**config.mk**
```make
export PLATFORM = sky130hd
export DESIGN_NAME = gpuMemArbTop
export DESIGN_NICKNAME = d
export VERILOG_FILES = /design/src/rtl/gpuMemPkg.sv /design/src/rtl/gpuMemArbTop.sv /design/src/rtl/texRefill.sv /design/src/rtl/clutRefill.sv /design/src/rtl/cmdWriteEngine.sv /design/src/rtl/memBusArbiter.sv
export VERILOG_INCLUDE_DIRS = /design/src /design/src/include
export SDC_FILE = /design/constraint.sdc
export NUM_CORES = 1
export LEC_CHECK = 0
export ABC_AREA = 1
export BUFFER_PORTS_ARGS = -buffer_cell sky130_fd_sc_hd__buf_2
export CORE_AREA = 3 3 135 137
export CTS_BUF_LIST = sky130_fd_sc_hd__clkbuf_4 sky130_fd_sc_hd__clkbuf_8
export CTS_CLUSTER_SIZE = 30
export DETAILED_ROUTE_END_ITERATION = 8
export DIE_AREA = 0 0 138 140
export GPL_TIMING_DRIVEN = 0
export PLACE_DENSITY = 0.66
export SLEW_MARGIN = 40
export SYNTH_ARGS = -nofsm -noshare
export SYNTH_HDL_FRONTEND = slang
export SYNTH_SLANG_ARGS = --single-unit
```
**constraint.sdc**
```tcl
create_clock -name gpuClk -period 4.2 [get_ports gpuClk]
set_input_delay 0.21 -clock gpuClk [delete_from_list [all_inputs] [get_ports gpuClk]]
set_output_delay 0.21 -clock gpuClk [all_outputs]
set_load 0.005 [all_outputs]
```
**src/include/gpuMem_params.svh**
```systemverilog
// GPU memory arbiter widths
`ifndef GPU_MEM_PARAMS_SVH
`define GPU_MEM_PARAMS_SVH

// ----------------------------------------
// Shared memory bus
// ----------------------------------------
`define GPU_MEM_ADR_W	20	// Byte address, 1 MB of VRAM
`define GPU_MEM_DAT_W	32	// One beat
`define GPU_MEM_CNT_W	3	// Beats minus one

// ----------------------------------------
// Cache side
// ----------------------------------------
`define GPU_TEX_ADR_W	17	// 8-byte line index
`define GPU_CLUT_ADR_W	15	// 32-byte block index
`define GPU_CLUT_IDX_W	7	// Four block bits plus beat number
`define GPU_CMD_W	56	// Command word from GPU

`define GPU_FILL_BEATS	8	// One 32-byte block
`define GPU_TEX_BEATS	2	// One 8-byte line

`endif
```
**src/rtl/gpuMemPkg.sv**
```systemverilog
// GPU memory arbiter types
`include "gpuMem_params.svh"

package gpuMemPkg;

	// Command opcodes, nonzero means strobe
	typedef enum logic [2:0] {
		CMD_NONE       = 3'd0,
		CMD_PIXEL2VRAM = 3'd1,	// One masked pixel pair
		CMD_FILL       = 3'd2	// Eight beats of one colour
	} memCmdE;

	// Command word, first field is the top end
	typedef struct packed {
		logic [15:0]                colorL;
		logic [15:0]                colorR;
		logic [1:0]                 validPair;	// Bit 1 right, bit 0 left
		logic [`GPU_CLUT_ADR_W-1:0] blockAdr;	// 32-byte block
		logic [2:0]                 pairId;	// Pair inside the block
		logic                       rsvd;
		memCmdE                     opcode;
	} memCmdT;

	// Command writer FSM
	typedef enum logic [1:0] {
		CS_IDLE,
		CS_PAIR,
		CS_FILL
	} cmdStateE;

	// Refill master FSM
	typedef enum logic [1:0] {
		RS_IDLE,
		RS_READ,
		RS_HOLD	// One cycle for the cache to drop its level
	} refillStateE;

	// Arbiter grant
	typedef enum logic [1:0] {
		GNT_NONE,
		GNT_CMD,
		GNT_CLUT,
		GNT_TEX
	} arbGrantE;

endpackage

```
**src/rtl/gpuMemArbTop.sv**
```systemverilog
// GPU memory arbiter top level
`timescale 1ns/1ps
`include "gpuMem_params.svh"

module gpuMemArbTop import gpuMemPkg::*; (
	input  logic                         gpuClk,
	input  logic                         resetX,
	// Command side
	input  memCmdT                       cmdWord_i,
	output logic                         cmdBusy_o,
	// CLUT cache
	input  logic                         clutReqL_i,
	input  logic [`GPU_CLUT_ADR_W-1:0]   clutAdrL_i,
	input  logic                         clutReqR_i,
	input  logic [`GPU_CLUT_ADR_W-1:0]   clutAdrR_i,
	output logic                         clutDoneL_o,
	output logic                         clutDoneR_o,
	output logic                         clutWrite_o,
	output logic [`GPU_CLUT_IDX_W-1:0]   clutIndex_o,
	output logic [`GPU_MEM_DAT_W-1:0]    clutData_o,
	// Texture cache
	input  logic                         texReqL_i,
	input  logic [`GPU_TEX_ADR_W-1:0]    texAdrL_i,
	input  logic                         texReqR_i,
	input  logic [`GPU_TEX_ADR_W-1:0]    texAdrR_i,
	output logic                         texDoneL_o,
	output logic                         texDoneR_o,
	output logic                         texWrite_o,
	output logic [`GPU_TEX_ADR_W-1:0]    texAdr_o,
	output logic [2*`GPU_MEM_DAT_W-1:0]  texData_o,
	// Video memory bus
	output logic [`GPU_MEM_ADR_W-1:0]    memAdr_o,
	output logic [`GPU_MEM_DAT_W-1:0]    memDat_o,
	input  logic [`GPU_MEM_DAT_W-1:0]    memDat_i,
	output logic [`GPU_MEM_CNT_W-1:0]    memCnt_o,
	output logic [3:0]                   memSel_o,
	output logic                         memWrt_o,
	output logic                         memReq_o,
	input  logic                         memAck_i,
	output logic                         memBusy_o
);

	// ----------------------------------------
	// Master to arbiter wires
	// ----------------------------------------
	logic                      cmdReq, cmdWrt, cmdAck;
	logic [`GPU_MEM_CNT_W-1:0] cmdCnt;
	logic [`GPU_MEM_ADR_W-1:0] cmdAdr;
	logic [`GPU_MEM_DAT_W-1:0] cmdDat;
	logic [3:0]                cmdSel;
	logic                      clutReq, clutAck;
	logic [`GPU_MEM_CNT_W-1:0] clutCnt;
	logic [`GPU_MEM_ADR_W-1:0] clutAdr;
	logic                      texReq, texAck;
	logic [`GPU_MEM_CNT_W-1:0] texCnt;
	logic [`GPU_MEM_ADR_W-1:0] texAdr;

	cmdWriteEngine cmdWriter (
		.gpuClk(gpuClk), .resetX(resetX), .cmdWord_i(cmdWord_i), .ack_i(cmdAck),
		.cmdBusy_o(cmdBusy_o), .req_o(cmdReq), .cnt_o(cmdCnt), .adr_o(cmdAdr),
		.dat_o(cmdDat), .sel_o(cmdSel), .wrt_o(cmdWrt)
	);

	clutRefill clutMaster (
		.gpuClk(gpuClk), .resetX(resetX),
		.clutReqL_i(clutReqL_i), .clutAdrL_i(clutAdrL_i),
		.clutReqR_i(clutReqR_i), .clutAdrR_i(clutAdrR_i),
		.ack_i(clutAck), .memDat_i(memDat_i),
		.clutDoneL_o(clutDoneL_o), .clutDoneR_o(clutDoneR_o), .clutWrite_o(clutWrite_o),
		.clutIndex_o(clutIndex_o), .clutData_o(clutData_o),
		.req_o(clutReq), .cnt_o(clutCnt), .adr_o(clutAdr)
	);

	texRefill texMaster (
		.gpuClk(gpuClk), .resetX(resetX),
		.texReqL_i(texReqL_i), .texAdrL_i(texAdrL_i),
		.texReqR_i(texReqR_i), .texAdrR_i(texAdrR_i),
		.ack_i(texAck), .memDat_i(memDat_i),
		.texDoneL_o(texDoneL_o), .texDoneR_o(texDoneR_o), .texWrite_o(texWrite_o),
		.texAdr_o(texAdr_o), .texData_o(texData_o),
		.req_o(texReq), .cnt_o(texCnt), .adr_o(texAdr)
	);

	// Refill masters only read, data and write tied off
	memBusArbiter arbiter (
		.gpuClk(gpuClk), .resetX(resetX),
		.cmdReq_i(cmdReq), .cmdCnt_i(cmdCnt), .cmdAdr_i(cmdAdr),
		.cmdDat_i(cmdDat), .cmdSel_i(cmdSel), .cmdWrt_i(cmdWrt), .cmdAck_o(cmdAck),
		.clutReq_i(clutReq), .clutCnt_i(clutCnt), .clutAdr_i(clutAdr),
		.clutDat_i('0), .clutSel_i(4'hF), .clutWrt_i(1'b0), .clutAck_o(clutAck),
		.texReq_i(texReq), .texCnt_i(texCnt), .texAdr_i(texAdr),
		.texDat_i('0), .texSel_i(4'hF), .texWrt_i(1'b0), .texAck_o(texAck),
		.memAdr_o(memAdr_o), .memDat_o(memDat_o), .memCnt_o(memCnt_o),
		.memSel_o(memSel_o), .memWrt_o(memWrt_o), .memReq_o(memReq_o),
		.memAck_i(memAck_i), .memBusy_o(memBusy_o)
	);

endmodule

```
**src/rtl/texRefill.sv**
```systemverilog
// Texture cache refill master
`timescale 1ns/1ps
`include "gpuMem_params.svh"

module texRefill import gpuMemPkg::*; (
	input  logic                         gpuClk,
	input  logic                         resetX,
	input  logic                         texReqL_i,
	input  logic [`GPU_TEX_ADR_W-1:0]    texAdrL_i,
	input  logic                         texReqR_i,
	input  logic [`GPU_TEX_ADR_W-1:0]    texAdrR_i,
	input  logic                         ack_i,
	input  logic [`GPU_MEM_DAT_W-1:0]    memDat_i,
	output logic                         texDoneL_o,
	output logic                         texDoneR_o,
	output logic                         texWrite_o,
	output logic [`GPU_TEX_ADR_W-1:0]    texAdr_o,
	output logic [2*`GPU_MEM_DAT_W-1:0]  texData_o,
	output logic                         req_o,
	output logic [`GPU_MEM_CNT_W-1:0]    cnt_o,
	output logic [`GPU_MEM_ADR_W-1:0]    adr_o
);

	refillStateE               texState;
	logic                      texSideR;	// Served side, 1 is right
	logic                      texBeat;	// Second beat flag
	logic [`GPU_TEX_ADR_W-1:0] texLineAdr;
	logic [`GPU_MEM_DAT_W-1:0] texFirst;	// Low half of the line

	always_ff @(posedge gpuClk) begin
		if (resetX) begin
			texState <= RS_IDLE;
			texSideR <= 1'b0;
			texBeat  <= 1'b0;
		end else begin
			case (texState)
			RS_IDLE: begin
				texBeat <= 1'b0;
				if (texReqL_i | texReqR_i) begin
					texSideR <= !texReqL_i;	// Left first
					texState <= RS_READ;
				end
			end
			RS_READ: begin
				if (ack_i) begin
					texBeat <= 1'b1;
					if (texBeat) texState <= RS_HOLD;
				end
			end
			default: texState <= RS_IDLE;
			endcase
		end
	end

	// Line address and first beat
	always_ff @(posedge gpuClk) begin
		if (texState == RS_IDLE) texLineAdr <= texReqL_i ? texAdrL_i : texAdrR_i;
		if (req_o && ack_i && !texBeat) texFirst <= memDat_i;
	end

	assign req_o  = (texState == RS_READ);
	assign cnt_o  = `GPU_MEM_CNT_W'(`GPU_TEX_BEATS - 1);
	assign adr_o  = {texLineAdr, texBeat, 2'b00};

	// Whole line on second ack
	assign texWrite_o = ack_i & req_o & texBeat;
	assign texAdr_o   = texLineAdr;
	assign texData_o  = {memDat_i, texFirst};
	assign texDoneL_o = texWrite_o & !texSideR;
	assign texDoneR_o = texWrite_o & texSideR;

endmodule

```
**src/rtl/clutRefill.sv**
```systemverilog
// CLUT cache refill master
`timescale 1ns/1ps
`include "gpuMem_params.svh"

module clutRefill import gpuMemPkg::*; (
	input  logic                       gpuClk,
	input  logic                       resetX,
	input  logic                       clutReqL_i,
	input  logic [`GPU_CLUT_ADR_W-1:0] clutAdrL_i,
	input  logic                       clutReqR_i,
	input  logic [`GPU_CLUT_ADR_W-1:0] clutAdrR_i,
	input  logic                       ack_i,
	input  logic [`GPU_MEM_DAT_W-1:0]  memDat_i,
	output logic                       clutDoneL_o,
	output logic                       clutDoneR_o,
	output logic                       clutWrite_o,
	output logic [`GPU_CLUT_IDX_W-1:0] clutIndex_o,
	output logic [`GPU_MEM_DAT_W-1:0]  clutData_o,
	output logic                       req_o,
	output logic [`GPU_MEM_CNT_W-1:0]  cnt_o,
	output logic [`GPU_MEM_ADR_W-1:0]  adr_o
);

	localparam logic [`GPU_MEM_CNT_W-1:0] CLUT_LAST = `GPU_MEM_CNT_W'(`GPU_FILL_BEATS - 1);

	refillStateE                clutState;
	logic                       clutSideR;	// Served side, 1 is right
	logic [`GPU_MEM_CNT_W-1:0]  clutBeat;
	logic [`GPU_CLUT_ADR_W-1:0] clutBlkAdr;
	logic                       clutLast;

	assign clutLast = (clutBeat == CLUT_LAST);

	always_ff @(posedge gpuClk) begin
		if (resetX) begin
			clutState <= RS_IDLE;
			clutSideR <= 1'b0;
			clutBeat  <= '0;
		end else begin
			case (clutState)
			RS_IDLE: begin
				clutBeat <= '0;
				if (clutReqL_i | clutReqR_i) begin
					clutSideR <= !clutReqL_i;	// Left first
					clutState <= RS_READ;
				end
			end
			RS_READ: begin
				if (ack_i) begin
					clutBeat <= clutBeat + 1'b1;
					if (clutLast) clutState <= RS_HOLD;
				end
			end
			default: clutState <= RS_IDLE;	// Hold ends after one cycle
			endcase
		end
	end

	// Block address of the served side
	always_ff @(posedge gpuClk) begin
		if (clutState == RS_IDLE) clutBlkAdr <= clutReqL_i ? clutAdrL_i : clutAdrR_i;
	end

	assign req_o  = (clutState == RS_READ);
	assign cnt_o  = CLUT_LAST;
	assign adr_o  = {clutBlkAdr, clutBeat, 2'b00};

	// Cache write per beat
	assign clutWrite_o = ack_i & req_o;
	assign clutIndex_o = {clutBlkAdr[3:0], clutBeat};
	assign clutData_o  = memDat_i;
	assign clutDoneL_o = clutWrite_o & clutLast & !clutSideR;	// With eighth write
	assign clutDoneR_o = clutWrite_o & clutLast & clutSideR;

	// Memory acks only inside the burst
	ackInBurst: assert property (@(posedge gpuClk) disable iff (resetX)
		ack_i |-> req_o);

endmodule

```
**src/rtl/cmdWriteEngine.sv**
```systemverilog
// Command writer bus master
`timescale 1ns/1ps
`include "gpuMem_params.svh"

module cmdWriteEngine import gpuMemPkg::*; (
	input  logic                      gpuClk,
	input  logic                      resetX,
	input  memCmdT                    cmdWord_i,
	input  logic                      ack_i,
	output logic                      cmdBusy_o,
	output logic                      req_o,
	output logic [`GPU_MEM_CNT_W-1:0] cnt_o,
	output logic [`GPU_MEM_ADR_W-1:0] adr_o,
	output logic [`GPU_MEM_DAT_W-1:0] dat_o,
	output logic [3:0]                sel_o,
	output logic                      wrt_o
);

	localparam logic [`GPU_MEM_CNT_W-1:0] FILL_LAST = `GPU_MEM_CNT_W'(`GPU_FILL_BEATS - 1);

	cmdStateE                   cmdState;
	logic [`GPU_MEM_CNT_W-1:0]  cmdBeat;	// Fill beat number
	logic [15:0]                cmdColL;
	logic [15:0]                cmdColR;
	logic [1:0]                 cmdValid;
	logic [2:0]                 cmdPairId;
	logic [`GPU_CLUT_ADR_W-1:0] cmdBlkAdr;
	logic                       cmdStrobe;
	logic                       cmdLast;

	assign cmdStrobe = (cmdWord_i.opcode != CMD_NONE) && (cmdState == CS_IDLE);
	assign cmdLast   = (cmdState == CS_FILL) ? (cmdBeat == FILL_LAST) : 1'b1;

	// ----------------------------------------
	// Control FSM
	// ----------------------------------------
	always_ff @(posedge gpuClk) begin
		if (resetX) begin
			cmdState <= CS_IDLE;
			cmdBeat  <= '0;
		end else begin
			case (cmdState)
			CS_IDLE: begin
				cmdBeat <= '0;
				if (cmdStrobe) begin
					case (cmdWord_i.opcode)
					CMD_PIXEL2VRAM: cmdState <= CS_PAIR;
					CMD_FILL:       cmdState <= CS_FILL;
					default:        cmdState <= CS_IDLE;	// Unknown opcode dropped
					endcase
				end
			end
			CS_PAIR, CS_FILL: begin
				if (ack_i) begin
					cmdBeat <= cmdBeat + 1'b1;
					if (cmdLast) cmdState <= CS_IDLE;	// Busy falls here
				end
			end
			default: cmdState <= CS_IDLE;
			endcase
		end
	end

	// Payload latched on strobe
	always_ff @(posedge gpuClk) begin
		if (cmdStrobe) begin
			cmdColL   <= cmdWord_i.colorL;
			cmdBlkAdr <= cmdWord_i.blockAdr;
			cmdPairId <= cmdWord_i.pairId;
			if (cmdWord_i.opcode == CMD_FILL) begin
				cmdColR  <= cmdWord_i.colorL;	// Same colour both halves
				cmdValid <= 2'b11;
			end else begin
				cmdColR  <= cmdWord_i.colorR;
				cmdValid <= cmdWord_i.validPair;
			end
		end
	end

	// ----------------------------------------
	// Master bus
	// ----------------------------------------
	assign cmdBusy_o = (cmdState != CS_IDLE);
	assign req_o     = cmdBusy_o;	// One burst per command
	assign wrt_o     = cmdBusy_o;
	assign cnt_o     = (cmdState == CS_FILL) ? FILL_LAST : '0;
	assign adr_o     = (cmdState == CS_FILL) ? {cmdBlkAdr, cmdBeat, 2'b00}
	                                         : {cmdBlkAdr, cmdPairId, 2'b00};
	assign dat_o     = {cmdColR, cmdColL};	// Right pixel high
	assign sel_o     = {cmdValid[1], cmdValid[1], cmdValid[0], cmdValid[0]};

endmodule

```
**src/rtl/memBusArbiter.sv**
```systemverilog
// Fixed-priority memory bus arbiter
`timescale 1ns/1ps
`include "gpuMem_params.svh"

module memBusArbiter import gpuMemPkg::*; (
	input  logic                      gpuClk,
	input  logic                      resetX,
	// Command writer
	input  logic                      cmdReq_i,
	input  logic [`GPU_MEM_CNT_W-1:0] cmdCnt_i,
	input  logic [`GPU_MEM_ADR_W-1:0] cmdAdr_i,
	input  logic [`GPU_MEM_DAT_W-1:0] cmdDat_i,
	input  logic [3:0]                cmdSel_i,
	input  logic                      cmdWrt_i,
	output logic                      cmdAck_o,
	// CLUT refill
	input  logic                      clutReq_i,
	input  logic [`GPU_MEM_CNT_W-1:0] clutCnt_i,
	input  logic [`GPU_MEM_ADR_W-1:0] clutAdr_i,
	input  logic [`GPU_MEM_DAT_W-1:0] clutDat_i,
	input  logic [3:0]                clutSel_i,
	input  logic                      clutWrt_i,
	output logic                      clutAck_o,
	// Texture refill
	input  logic                      texReq_i,
	input  logic [`GPU_MEM_CNT_W-1:0] texCnt_i,
	input  logic [`GPU_MEM_ADR_W-1:0] texAdr_i,
	input  logic [`GPU_MEM_DAT_W-1:0] texDat_i,
	input  logic [3:0]                texSel_i,
	input  logic                      texWrt_i,
	output logic                      texAck_o,
	// Memory side
	output logic [`GPU_MEM_ADR_W-1:0] memAdr_o,
	output logic [`GPU_MEM_DAT_W-1:0] memDat_o,
	output logic [`GPU_MEM_CNT_W-1:0] memCnt_o,
	output logic [3:0]                memSel_o,
	output logic                      memWrt_o,
	output logic                      memReq_o,
	input  logic                      memAck_i,
	output logic                      memBusy_o
);

	arbGrantE grant;
	logic     grantedReq;	// Req of the current owner

	// ----------------------------------------
	// Grant register
	// ----------------------------------------
	always_ff @(posedge gpuClk) begin
		if (resetX) begin
			grant <= GNT_NONE;
		end else if (grant == GNT_NONE) begin
			// Command >> CLUT >> texture
			if (cmdReq_i)       grant <= GNT_CMD;
			else if (clutReq_i) grant <= GNT_CLUT;
			else if (texReq_i)  grant <= GNT_TEX;
		end else if (!grantedReq) begin
			grant <= GNT_NONE;	// Burst over
		end
	end

	// ----------------------------------------
	// Bus multiplexer
	// ----------------------------------------
	always_comb begin
		grantedReq = 1'b0;
		memAdr_o   = '0;
		memDat_o   = '0;
		memCnt_o   = '0;
		memSel_o   = '0;
		memWrt_o   = 1'b0;
		case (grant)
		GNT_CMD: begin
			grantedReq = cmdReq_i;
			memAdr_o   = cmdAdr_i;
			memDat_o   = cmdDat_i;
			memCnt_o   = cmdCnt_i;
			memSel_o   = cmdSel_i;
			memWrt_o   = cmdWrt_i;
		end
		GNT_CLUT: begin
			grantedReq = clutReq_i;
			memAdr_o   = clutAdr_i;
			memDat_o   = clutDat_i;
			memCnt_o   = clutCnt_i;
			memSel_o   = clutSel_i;
			memWrt_o   = clutWrt_i;
		end
		GNT_TEX: begin
			grantedReq = texReq_i;
			memAdr_o   = texAdr_i;
			memDat_o   = texDat_i;
			memCnt_o   = texCnt_i;
			memSel_o   = texSel_i;
			memWrt_o   = texWrt_i;
		end
		default: ;	// Idle bus
		endcase
	end

	assign memReq_o  = grantedReq;	// Low in the decision cycle
	assign memBusy_o = (grant != GNT_NONE);

	// Ack back to owner only
	assign cmdAck_o  = memAck_i & (grant == GNT_CMD);
	assign clutAck_o = memAck_i & (grant == GNT_CLUT);
	assign texAck_o  = memAck_i & (grant == GNT_TEX);

	// Every memory ack reaches exactly one owner
	ackOwner: assert property (@(posedge gpuClk) disable iff (resetX)
		memAck_i |-> $onehot({cmdAck_o, clutAck_o, texAck_o}));

	// Owner drops req only after its last ack
	reqAfterAck: assert property (@(posedge gpuClk) disable iff (resetX)
		$fell(grantedReq) |-> $past(memAck_i));

endmodule

```
# Yosys cells after proc, flatten, opt, wreduce, memory -nomap -nowiden
# Cells that the tools add are included.
# W data, S select, Z words.
dict set report totals {
  ff_bits 133
  latch_bits 0
  ramBits 0
  romBits 0
  output_inout_bits 189
  mem_count 0
}
dict set report op_classes {
  n_addsub 2
  multipliers 0
  div_mod_pow 0
  magnitude_cmp 0
  eq_ne 22
  shift 0
  n_mux 36
  bitwise 13
  n_reduce_logical 29
}
# cell n
set ops {}
lappend ops {{$pmux W20 S3} 1}
lappend ops {{$mux W32} 1}
lappend ops {{$mux W2} 14}
lappend ops {{$mux W17} 1}
lappend ops {{$mux W16} 1}
lappend ops {{$pmux W2 S2} 4}
lappend ops {{$mux W15} 1}
lappend ops {{$ne A2 B1 Y1 const B} 6}
lappend ops {{$pmux W3 S2} 2}
lappend ops {{$reduce_and A2 Y1} 6}
lappend ops {{$and A1 B1 Y1} 11}
lappend ops {{$reduce_bool A2 Y1} 5}
lappend ops {{$mux W3} 3}
lappend ops {{$pmux W3 S3} 1}
lappend ops {{$reduce_and A3 Y1} 3}
lappend ops {{$eq A2 B1 Y1 const B} 4}
lappend ops {{$logic_not A2 Y1} 4}
lappend ops {{$ne A2 B2 Y1 const B} 4}
lappend ops {{$pmux W4 S2} 1}
lappend ops {{$add A3 B1 Y3 const B} 2}
lappend ops {{$eq A2 B2 Y1 const B} 3}
lappend ops {{$eq A3 B3 Y1 const B} 2}
lappend ops {{$logic_not A1 Y1} 5}
lappend ops {{$mux W5} 1}
lappend ops {{10 further kinds} 16}

# Longest topological paths before layout
# Gate-level depths: netlist of run 1.
dict set report logic_depth {
  depth_word 5
  depth_mapped 9
  mapped_depth_nobuf 9
}

# By module
# From an unflattened synthesis of run 1, not the netlist that was laid out.
dict set report unflattened {
  cells_unflattened 794
  area_unflattened_um2 7080.5
}
# mod instances cells_per_inst area_per_inst_um2
set modules_own_cells {}
lappend modules_own_cells {texRefill 1 191 2337.2}
lappend modules_own_cells {cmdWriteEngine 1 163 2209.6}
lappend modules_own_cells {clutRefill 1 148 1275.0}
lappend modules_own_cells {memBusArbiter 1 290 1251.2}
lappend modules_own_cells {gpuMemArbTop 1 2 7.5}

# Least setup slack after synthesis of run 1
# OpenSTA, ideal clock, no wires.
dict set report synth_timing {
  kind {reg-to-reg}
  from {reg cmdWriter.cmdState[0]}
  to {reg cmdWriter.cmdBlkAdr[0] (enable)}
  t_arrival_ns 3.251
  slack_ns 0.470
  path_stages_with_launch 5
  path_buffers 0
  period_less_slack_ns 3.730
  cell_sequence {dfxtp_1 inv_1 ha_1 inv_1 a21oi_1}
}
dict set report synth_via {
  elab_chain_len 2
}
# element line_no
set synth_lines {}
lappend synth_lines {{from (decl)} cmdWriteEngine.sv:21} ;# cmdStateE cmdState;
lappend synth_lines {{from (signal assigned)} cmdWriteEngine.sv:39} ;# cmdState <= CS_IDLE;
lappend synth_lines {{from (signal assigned)} cmdWriteEngine.sv:47} ;# CMD_PIXEL2VRAM: cmdState <= CS_PAIR;
lappend synth_lines {{from (signal assigned)} cmdWriteEngine.sv:48} ;# CMD_FILL: cmdState <= CS_FILL;
lappend synth_lines {{$logic_not A2 Y1} cmdWriteEngine.sv:31} ;# assign cmdStrobe = (cmdWord_i.opcode != CMD_NONE) && (cmdState == CS_IDLE);
lappend synth_lines {{$logic_and A1 B1 Y1} cmdWriteEngine.sv:31}
lappend synth_lines {{via cmdWriter.cmdStrobe} cmdWriteEngine.sv:28} ;# logic cmdStrobe;
lappend synth_lines {{to (signal assigned)} cmdWriteEngine.sv:68} ;# cmdBlkAdr <= cmdWord_i.blockAdr;
lappend synth_lines {{to (decl)} cmdWriteEngine.sv:27} ;# logic [`GPU_CLUT_ADR_W-1:0] cmdBlkAdr;
# The timed path passes the listed nets, and every way through them passes these cells.
# A chain may end at the register's enable or synchronous reset.

# Worst setup path in the final report of run 1
dict set report layout_timing {
  from {reg cmdWriter.cmdState[0]}
  to {reg cmdWriter.cmdColR[1] (enable)}
}
dict set report layout_via {
  elab_chain_len 2
}
# element line_no
set layout_lines {}
lappend layout_lines {{$logic_not A2 Y1} cmdWriteEngine.sv:31}
lappend layout_lines {{$logic_and A1 B1 Y1} cmdWriteEngine.sv:31}
lappend layout_lines {{via cmdWriter.cmdStrobe} cmdWriteEngine.sv:28}
lappend layout_lines {{to (signal assigned)} cmdWriteEngine.sv:71} ;# cmdColR <= cmdWord_i.colorL;
lappend layout_lines {{to (signal assigned)} cmdWriteEngine.sv:74} ;# cmdColR <= cmdWord_i.colorR;
lappend layout_lines {{to (decl)} cmdWriteEngine.sv:24} ;# logic [15:0] cmdColR;
# The timed path passes the listed nets, and every way through them passes these cells.

==> results of run 1 <==
==> kinds of logic (layout without fill, tap and decap cells) <==
kind of cell | Yosys count | after routing | synth area share
simple gates | 262 | 262 | 0.169
buf+inv | 154 | 613 | 0.142
flops | 133 | 133 | 0.614
compound gates | 33 | 33 | 0.0283
mux | 16 | 16 | 0.0338
fa+ha+maj | 6 | 6 | 0.0121
other cells | 1 | 2 | 0.000602
==> registers in the layout, summed over array words and instances, names as in the netlist, 3 cells and up <==
signal / cells
cmdWriter.cmdPairId: 3
cmdWriter.cmdBeat: 3
texMaster.texAdr_o: 17
texMaster.texFirst: 32
cmdWriter.cmdColR: 16
cmdWriter.cmdColL: 16
cmdWriter.cmdBlkAdr: 15
clutMaster.clutBlkAdr: 15
clutMaster.clutBeat: 3
==> routing by layer <==
| layer | wire, um | up-vias | track usage |
|---|---|---|---|
| li1 | - | 2773 | - |
| met2 | 10400 | 207 | 0.366 |
| met4 | 510 | 4 | 0.0816 |
| met3 | 1270 | 42 | 0.0611 |
| met1 | 7770 | 2602 | 0.235 |
| met5 | 23 | - | 0 |
==> synth_stat cells, drive strengths merged <==
library cell,count,area share
buf,87,0.10
mux2,16,0.034
inv,62,0.037
dfxtp,17,0.055
o21ai,14,0.011
nor3,2,0.0024
o211ai,3,0.0036
a211oi,1,0.0012
edfxtp,116,0.56
clkinv,2,0.0014
a21oi,14,0.011
nand2,176,0.11
ha,6,0.012
nor2,61,0.039
nand3,23,0.018
conb,1,0.00060
clkbuf,3,0.0018
a31oi,1,0.0010
==> per-stage QoR <==
| step | hold WS [ns] | TNS, ns | worst slack, ns |
|---|---|---|---|
| 5_1_grt | 0.0143 | 0 | 2.04 |
| 4_1_cts | 0.000220 | 0 | 2.14 |
| 3_3_place_gp | 0.388 | -51.89 | -1.00 |
| 2_1_floorplan | 0.279 | 0 | 0.470 |
| 6_report | 0.0435 | 0 | 2.21 |
| 3_5_place_dp | 0.388 | 0 | 2.16 |
==> worst register-to-register path: stages (launching register included) <==
cell and delay, ns:
dfxtp_1 0.32, inv_1 0.07, ha_1 0.31, inv_1 0.15, a21oi_4 0.32, buf_8 0.21
buf_8 0.16, buf_8 0.16
==> cell usage in the layout, fill, tap and decap left out, drive strengths merged <==
cell type	Yosys	final
a21oi	14	14
edfxtp	116	116
o211ai	3	3
clkinv	2	6
buf	87	436
a211oi	1	1
inv	62	63
nor2	61	61
clkbuf	3	23
clkinvlp	0	3
dfxtp	17	17
conb	1	2
a31oi	1	1
nand2	176	176
nor3	2	2
nand3	23	23
bufinv	0	4
dlygate4sd3	0	78
o21ai	14	14
ha	6	6
mux2	16	16
==> worst paths after layout <==
kind | start | endpoint | slack [ns] | cells past startpoint
setup / recovery | cmdWriter.cmdState[0]$_SDFFE_PP0P_ | cmdWriter.cmdColR[1]$_DFFE_PP_ | 2.21 | 7
hold / removal | texAdrR_i[5] | texMaster.texAdr_o[5]$_DFFE_PP_ | 0.04 | 3
setup reg to reg | cmdWriter.cmdState[0]$_SDFFE_PP0P_ | cmdWriter.cmdColR[1]$_DFFE_PP_ | 2.21 | 7
hold reg to reg | cmdWriter.cmdState[0]$_SDFFE_PP0P_ | cmdWriter.cmdState[0]$_SDFFE_PP0P_ | 0.48 | 2
==> final cells by class <==
| type | count | area share |
|---|---|---|
| buffer | 90 | 0.0674 |
| inverter | 64 | 0.0252 |
| clock inverter | 12 | 0.0183 |
| tap | 225 | 0.0294 |
| clock buffer | 20 | 0.0287 |
| multi-input combinational | 319 | 0.162 |
| sequential | 133 | 0.399 |
| timing repair buffer | 427 | 0.270 |
==> power by group through the flow <==
| stage | clock, mW | combinational, mW | sequential, mW |
|---|---|---|---|
| finish | 1.20 | 0.711 | 1.62 |
| global route | 1.29 | 0.788 | 1.63 |
| CTS | 1.23 | 0.717 | 1.62 |
| detailed placement | 0 | 0.655 | 1.65 |
| global placement | 0 | 0.614 | 1.66 |
| floorplan | 0 | 0.312 | 1.65 |
==> out/metrics.cfg, run 1 <==
[pwr]
seq_power_share = 0.459
power.switching_uw = 911
p_leak_nw = 4.87
powerDensity_nw_per_um2 = 368
combPwrFrac = 0.201
switching_share = 0.258
total_power_mw = 3.53
intPower_mw = 2.62
vdd_ir_drop_max_uv = 187
p_clk_frac = 0.339

[grt]
grt_pass1_vias = 5909
grtUsageTotal = 0.207
grt_max_degree = 22
overflow = 0
antenna_found_initial = 2
grt_pass1_wl_mm = 31.3

[drt]
vias = 5628
via_per_inst = 4.36
drtPass1Iterations = 4
ant_nets = 0
drt_iter0_drc = 246
drc = 0
wl_per_cell_um = 15.5
routed_wl_mm = 20.0

[worst_setup_path]
cp-start-kind = flip-flop
setup.worst_path.end_class = flip-flop
path_common_cell = buf_8
path_delay_family = buffers and inverters
crit_buf_inv = 5
crit_required_ns = 4.34
critPathMaxFanout = 13
worst-setup-path-type = flip-flop to flip-flop
slowest_delay_ns = 0.32
path_cells = inv_1 > ha_1 > inv_1 > a21oi_4 > buf_8 > buf_8 > buf_8
crit_arrival_ns = 2.13
crit_path_top_delay_cell = dfxtp_1

[sta]
hold_viol = 0
setup_violations = 0
fin_worst_skew_ns = 0.0110
maxSlewHeadroom = 0.644
fmaxAchievable_ghz = 0.502
drv_slew = 0
layout_min_cycle_time_ns = 1.99
tightest_slew_ns = 0.533
timing.final.crit_share = 0.474
rsz0062_at_grt = no

[clock_tree]
numCtsBuffers = 17
clock_path_buffers = 2
postCtsSetupBuffers = 0
post_cts_resized = 0
clkSinkCount = 133
htree_levels = 4
clk_latency_ns = 0.43
cts_hold_buf = 78
cts_root_buf = clkbuf_8
cts_tree = yes
cts.clk_slew.worst_paths_ns = 0.08

[cells_and_area]
nets = 1217
drive_gt1_frac = 0.470
n_antenna_cell = 0
instances_no_fill = 1290
seqCellArea_um2 = 3820
syn_to_final_growth_pct = 53.9
nFillCells = 1537
multi_input_area_um2 = 1550
fin_area_um2 = 9580
final_util = 0.558

[status]
status = finished clean

[yosys]
synth_seq_area_share = 0.614
ys_types = 27
synth-seq-cells = 133
avgSynthCellArea_um2 = 10.3
yosysWarnings = 0
syn_inst = 605
syn_area_um2 = 6230

[die]
dieHeight_um = 140
ios = 348
rows = 48
core_area_um2 = 17200
die_w_um = 138
start_util = 0.362
die-area_um2 = 19300

[placed_design]
dpl.hpwl_mm = 15.1
place_inst = 1180
place_congestion = 0.833
postPlaceCellArea_um2 = 8350
port_buffers = 343

[run]
cap_violations = 0

[worst_hold_path]
holdCritPathClass = input pin to flip-flop

Power figures use the tool's default switching activity.
==> run 2, diff against run 1 <==
- ABC_AREA: 1 -> 0
- CORE_AREA: 3 3 135 137 -> 3 3 134 136
- DIE_AREA: 0 0 138 140 -> 0 0 137 139
- PLACE_DENSITY: 0.66 -> 0.7
- clock period: 4.2 -> 1.76 ns (I/O delays scaled with it)
==> out/metrics.cfg, run 2 <==
[worst_setup_path]
reg2reg_depth = 6  ; -1
path_delay_family = buffers and inverters
setup.worst_path.end_class = primary output
cp-start-kind = flip-flop
crit_required_ns = 1.67  ; -2.67 ns
r2r-end = texMaster.texFirst[30]$_DFFE_PP_
crit_arrival_ns = 1.64  ; -0.49 ns
worst-setup-path-type = flip-flop to primary output
critPathMaxFanout = 8  ; -5
crit_buf_inv = 4  ; -1
slowest_delay_ns = 0.38  ; +0.06 ns
path_cells = and2b_1 > buf_6 > buf_8 > buf_12 > nand2_4 > o21ai_1 > buf_2
reg2reg_slack_ns = 0.08  ; -2.13 ns
r2r-start = arbiter.grant[1]$_SDFFE_PP0P_
crit_path_top_delay_cell = dfxtp_4

[status]
status = finished clean

[yosys]
synth_seq_area_share = 0.612  ; -0.00234
syn_inst = 479  ; -21%
netlist_top_cells_area = edfxtp_1 (56%), buf_4 (9.5%), mux2_2 (8.6%)
synth_top_family_by_area = multiplexers
synthAdderAreaFrac = 0.0120  ; -0.0000459
yosysMostFrequentCell = edfxtp_1
ys_types = 43  ; +59%
avgSynthCellArea_um2 = 13.0  ; +27%
synth_compound_gate_area_share = 0.0430  ; +0.0147
synth_ff_type = edfxtp_1
synth_edf_count = 116  ; unchanged
yosysTopAreaCellShare = 0.557  ; -0.00213
synth_commonest_cells = edfxtp_1 (116), buf_4 (79), mux2_2 (48)
synth_mux_area_frac = 0.120  ; +0.0866
synthXorXnorAreaFrac = 0  ; unchanged
synth_top_cell_by_area = edfxtp_1
synth-seq-cells = 133  ; unchanged
syn_area_um2 = 6250  ; +0.38%
synthArstFlopShare = 0  ; unchanged
yosysWarnings = 0  ; unchanged
synth-simple-area-share = 0.0945  ; -0.0741

[pwr]
total_power_mw = 8.13  ; +130%
p_leak_nw = 4.95  ; +1.6%
powerDensity_nw_per_um2 = 769  ; +110%
vdd_ir_drop_max_uv = 522  ; +180%

[placed_design]
postPlaceCellArea_um2 = 8440  ; +1.0%
port_buffers = 341  ; -0.58%
place_congestion = 0.826  ; -0.84%
place_inst = 1053  ; -11%
dpl.hpwl_mm = 15.4  ; +1.3%
post-place-ws_ns = 0.0191  ; -2.14 ns

[cells_and_area]
largest_reg_flops = 32  ; unchanged
nFillCells = 1312  ; -15%
final_util = 0.620  ; +0.0619
nets = 1170  ; -3.9%
regMostFlops = texMaster.texFirst
seqCellArea_um2 = 3840  ; +0.46%
instances_no_fill = 1243  ; -3.6%
multi_input_area_um2 = 1830  ; +18%
layout_commonest_cell = buf_2
n_antenna_cell = 0  ; unchanged
syn_to_final_growth_pct = 69.1
drive_gt1_frac = 0.563  ; +0.0924
final_cell_mix = buf_2 (344), dlygate4sd3_1 (152), edfxtp_1 (116)
fin_area_um2 = 10600  ; +10%

[sta]
setup_violations = 0  ; unchanged
timing.final.crit_share = 0.982
setup_ws_ns = 0.0310  ; -2.18 ns
fmaxAchievable_ghz = 0.578
tightest_slew_ns = 0.570  ; +0.0372 ns
maxSlewHeadroom = 0.619  ; -0.0249
tns_ns = 0  ; unchanged
drv_slew = 0  ; unchanged
layout_min_cycle_time_ns = 1.73
hold_viol = 0  ; unchanged
rsz0062_at_grt = yes
hold_ws_ns = 0.0982  ; +0.0547 ns
fin_worst_skew_ns = 0.00788  ; -0.00309 ns

[grt]
grt_pass1_wl_mm = 33.3  ; +6.4%
overflow = 0  ; unchanged
antenna_found_initial = 0  ; -2
grt_max_degree = 22  ; unchanged
grt_pass1_vias = 6112  ; +3.4%
grtUsageTotal = 0.232  ; +0.0251

[clock_tree]
clock_path_buffers = 2  ; unchanged
cts_root_buf = clkbuf_8
cts_tree = yes
numCtsBuffers = 17  ; unchanged
htree_levels = 4  ; unchanged
cts.clk_slew.worst_paths_ns = 0.08  ; about the same
clkSinkCount = 133  ; unchanged
clk_latency_ns = 0.44  ; about the same

[die]
die-area_um2 = 19000  ; -1.4%
rows = 48  ; unchanged
core_area_um2 = 17100  ; -0.70%
dieHeight_um = 139  ; -0.71%
ios = 348  ; unchanged
die_w_um = 137  ; -0.72%
start_util = 0.366  ; +0.00395

[worst_hold_path]
holdCritPathClass = input pin to flip-flop
hp-start = resetX
worst_hold_path.endpoint = arbiter.grant[0]$_SDFFE_PP0P_
min_path_cells = 2  ; -1

[drt]
wl_per_cell_um = 18.0  ; +16%
vias = 5834  ; +3.7%
ant_nets = 0  ; unchanged
drt_iter0_drc = 297  ; +21%
routed_wl_mm = 22.4  ; +12%
drtPass1Iterations = 4  ; unchanged
drc = 0  ; unchanged
via_per_inst = 4.69  ; +7.6%

[run]
cap_violations = 0  ; unchanged

[run 2: cell types whose count changed after synthesis, sizes merged, moves of 9 or more]
cell	change
and3	+33
mux2	+33
inv	-54
o21ai	+14
clkbuf	+9
nor2	-43
nand3	-19
mux2i	+20
nand2	-140
[run 2: what timing repair did]
item	4_1_cts	5_1_grt
buffers inserted	3	6
hold buffers	152	0
resized for setup	42	34
hold endpoints to repair	122	0
pin swaps	3	10
setup endpoints to repair	56	60
[run 2: metal layers]
layer,vias up,wire (um),GRT usage,part of all wire
li1,2714,-,-,-
met1,2798,8340,0.250,0.37
met2,260,11800,0.415,0.53
met3,62,1430,0.0635,0.064
met4,0,851,0.109,0.038
met5,-,0,0,0
[run 2: worst max path at each step]
stage	startpoint	to	slack [ns]	depth (start not counted)
final	arbiter.grant[0]$_SDFFE_PP0P_	memAdr_o[6]	0.03	7
after global routing	cmdWriter.cmdState[0]$_SDFFE_PP0P_	memAdr_o[2]	-0.05	7
after CTS	arbiter.grant[0]$_SDFFE_PP0P_	memCnt_o[2]	-0.05	6
after detailed placement	arbiter.grant[1]$_SDFFE_PP0P_	texMaster.texFirst[6]$_DFFE_PP_	0.02	7
after global placement	arbiter.grant[1]$_SDFFE_PP0P_	texMaster.texFirst[27]$_DFFE_PP_	-0.61	4
after floorplan	arbiter.grant[1]$_SDFFE_PP0P_	texMaster.texFirst[0]$_DFFE_PP_	-0.13	4
[run 2: cell families (layout without fill, tap and decap cells)]
kind of cell | after synthesis | in the layout
AND/OR/NAND/NOR | 113 | 113
other | 1 | 2
buffers and inverters | 110 | 648
multiplexers | 69 | 69
AO/OA/AOI/OAI | 47 | 47
flip-flops | 133 | 133
adder cells (fa/ha/maj) | 6 | 6
[run 2: layout make-up]
cell class                      instances  share of cell area
Clock buffer                           19              0.0241
Clock inverter                         13              0.0140
Timing Repair Buffer                  509               0.325
Sequential cell                       133               0.363
Buffer                                 98              0.0695
Tap cell                              225              0.0266
Inverter                                9             0.00355
Multi-Input combinational cell        237               0.173
[run 2: where the power goes]
part           internal [mW]  leakage (nW)  switching [mW]
Combinational          0.977          3.47           0.772
Sequential              3.67          1.28          0.0860
Clock                   1.33         0.198            1.29
Total                   5.98          4.95            2.15
==> run 3, diff against run 2 <==
- ABC_AREA: 0 -> 1
- GPL_TIMING_DRIVEN: 0 -> not set
==> out/metrics.cfg, run 3 (synthesized netlist as in run 1, its figures left out) <==
[status]
status = finished clean

[cells_and_area]
nFillCells = 1426  ; +8.7%
largest_reg_flops = 32  ; unchanged
final_cell_mix = buf_2 (344), nand2_1 (168), dlygate4sd3_1 (152)
regMostFlops = texMaster.texFirst
layout_commonest_cell = buf_2
drive_gt1_frac = 0.411  ; -0.152
syn_to_final_growth_pct = 55.3
nets = 1206  ; +3.1%

[sta]
maxSlewHeadroom = 0.567  ; -0.0522
tightest_slew_ns = 0.649  ; +0.0789 ns
rsz0062_at_grt = no
fin_worst_skew_ns = 0.0145  ; +0.00663 ns
layout_min_cycle_time_ns = 1.68  ; -0.0526 ns
hold_viol = 0  ; unchanged
hold_ws_ns = 0.0611  ; -0.0371 ns
setup_ws_ns = 0.0836  ; +0.0526 ns
setup_violations = 0  ; unchanged
fmaxAchievable_ghz = 0.597  ; +3.1%
timing.final.crit_share = 0.953  ; -0.0299
drv_slew = 0  ; unchanged

[clock_tree]
clock_path_buffers = 2  ; unchanged
clkSinkCount = 133  ; unchanged
cts_tree = yes
numCtsBuffers = 17  ; unchanged
htree_levels = 4  ; unchanged
clk_latency_ns = 0.44  ; about the same
cts_root_buf = clkbuf_8
cts.clk_slew.worst_paths_ns = 0.08  ; about the same

[grt]
antenna_found_initial = 2  ; +2
grtUsageTotal = 0.209  ; -0.0225
grt_pass1_vias = 5927  ; -3.0%
grt_max_degree = 34  ; +55%
grt_pass1_wl_mm = 30.4  ; -8.8%
overflow = 0  ; unchanged

[worst_setup_path]
cp-start-kind = flip-flop
slowest_delay_ns = 0.59  ; +0.21 ns
worst-setup-path-type = flip-flop to flip-flop
crit_arrival_ns = 2.04  ; +0.40 ns
r2r-start = cmdWriter.cmdState[1]$_SDFFE_PP0P_
path_cells = inv_2 > ha_4 > inv_4 > nor3_1 > dlygate4sd3_1 > nand2_1 > a21oi_1
reg2reg_depth = 7  ; +1
crit_path_top_delay_cell = dlygate4sd3_1
critPathMaxFanout = 7  ; -1
r2r-end = cmdWriter.cmdState[0]$_SDFFE_PP0P_
setup.worst_path.end_class = flip-flop
reg2reg_slack_ns = 0.08  ; about the same
crit_required_ns = 2.12  ; +0.45 ns

[die]
die-area_um2 = 19000  ; unchanged
start_util = 0.365  ; -0.00139
dieHeight_um = 139  ; unchanged
ios = 348  ; unchanged
rows = 48  ; unchanged
core_area_um2 = 17100  ; unchanged
die_w_um = 137  ; unchanged

[drt]
via_per_inst = 4.52  ; -3.7%
ant_nets = 0  ; unchanged
drc = 0  ; unchanged
drtPass1Iterations = 7  ; +3
drt_iter0_drc = 456  ; +54%
vias = 5788  ; -0.79%
wl_per_cell_um = 15.7  ; -13%
routed_wl_mm = 20.1  ; -10%

[pwr]
powerDensity_nw_per_um2 = 826  ; +7.4%
p_leak_nw = 4.76  ; -3.9%
total_power_mw = 7.99  ; -1.8%
vdd_ir_drop_max_uv = 405  ; -22%

[placed_design]
post-place-ws_ns = 0.206  ; +0.187 ns
place_congestion = 0.842  ; +2.0%
dpl.hpwl_mm = 13.1  ; -15%
port_buffers = 344  ; +0.88%

[run]
cap_violations = 0  ; unchanged

[worst_hold_path]
holdCritPathClass = input pin to flip-flop
min_path_cells = 6  ; +4
hp-start = cmdWord_i[0]
worst_hold_path.endpoint = cmdWriter.cmdState[1]$_SDFFE_PP0P_

run 3: cell types whose count changed in the layout (fill, tap and decap cells not counted), moves of 21 or more:
cell     previous run  this run
inv_1               5        53
nor2_1             14        56
nand2_1            28       168
buf_4              87         7
nand3_1             2        23
and3_1             33         0
mux2_2             48         8
run 3: cell type report:
cell class              instances  area, um^2  area share
flip-flops and latches        133        3830       0.396
repair buffers                506        3350       0.346
multi-input cells             319        1580       0.164
well taps                     225         282      0.0291
inverters                      64         250      0.0259
clock buffers                  17         234      0.0242
clock inverters                15         135      0.0140
diodes                          2        5.00    0.000518
run 3: worst max-delay path, delay by kind of cell (launching register included):
| kind | cells | cell delay [ns] |
|---|---|---|
| DFF | 1 | 0.33 |
| and+or+nand+nor | 2 | 0.24 |
| AOI/OAI and AO/OA | 1 | 0.13 |
| buffers and inverters | 3 | 0.71 |
| adders and majority gates | 1 | 0.18 |
run 3: repair_timing:
item / in CTS / in global routing
gates resized for setup: 9 / 9
endpoints found under the hold margin: 130 / 0
pin swaps: 1 / 3
setup endpoints to repair: 24 / 7
hold buffers: 152 / 0
setup buffers: 0 / 1
run 3: how the worst max path moves through the flow:
stage | startpoint | end | slack (ns) | cells past startpoint
floorplan | cmdWriter.cmdState[1]$_SDFFE_PP0P_ | cmdWriter.cmdBlkAdr[0]$_DFFE_PP_ | -0.11 | 4
global placement | arbiter.grant[1]$_SDFFE_PP0P_ | texMaster.texFirst[25]$_DFFE_PP_ | 0.24 | 5
detailed placement | arbiter.grant[1]$_SDFFE_PP0P_ | texMaster.texFirst[25]$_DFFE_PP_ | 0.21 | 5
CTS | arbiter.grant[1]$_SDFFE_PP0P_ | texDoneL_o | 0.01 | 5
global route | cmdWriter.cmdState[1]$_SDFFE_PP0P_ | cmdWriter.cmdState[0]$_SDFFE_PP0P_ | 0.003 | 7
finish | cmdWriter.cmdState[1]$_SDFFE_PP0P_ | cmdWriter.cmdState[0]$_SDFFE_PP0P_ | 0.08 | 7
run 3: power by group:
group | switching (mW) | total (mW) | internal [mW]
Combinational | 0.878 | 1.70 | 0.820
Clock | 1.38 | 2.41 | 1.03
Sequential | 0.107 | 3.88 | 3.77
run 3: routing by layer:
layer / vias up / global-route usage / wire [um]
met5: - / 0 / 17
met3: 63 / 0.0541 / 1270
met1: 2703 / 0.232 / 7530
met4: 2 / 0.105 / 701
met2: 260 / 0.366 / 10600
li1: 2760 / - / -
run 3: stage by stage:
step	utilization	cells	instance area (um^2)	TNS, ns
6_report	0.567	1281	9670	0
5_1_grt	0.567	1280	9670	0
4_1_cts	0.565	1278	9630	0
3_5_place_dp	0.452	1094	7720	0
3_3_place_gp	0.452	1094	7720	0
2_1_floorplan	-	606	6260	-5.58
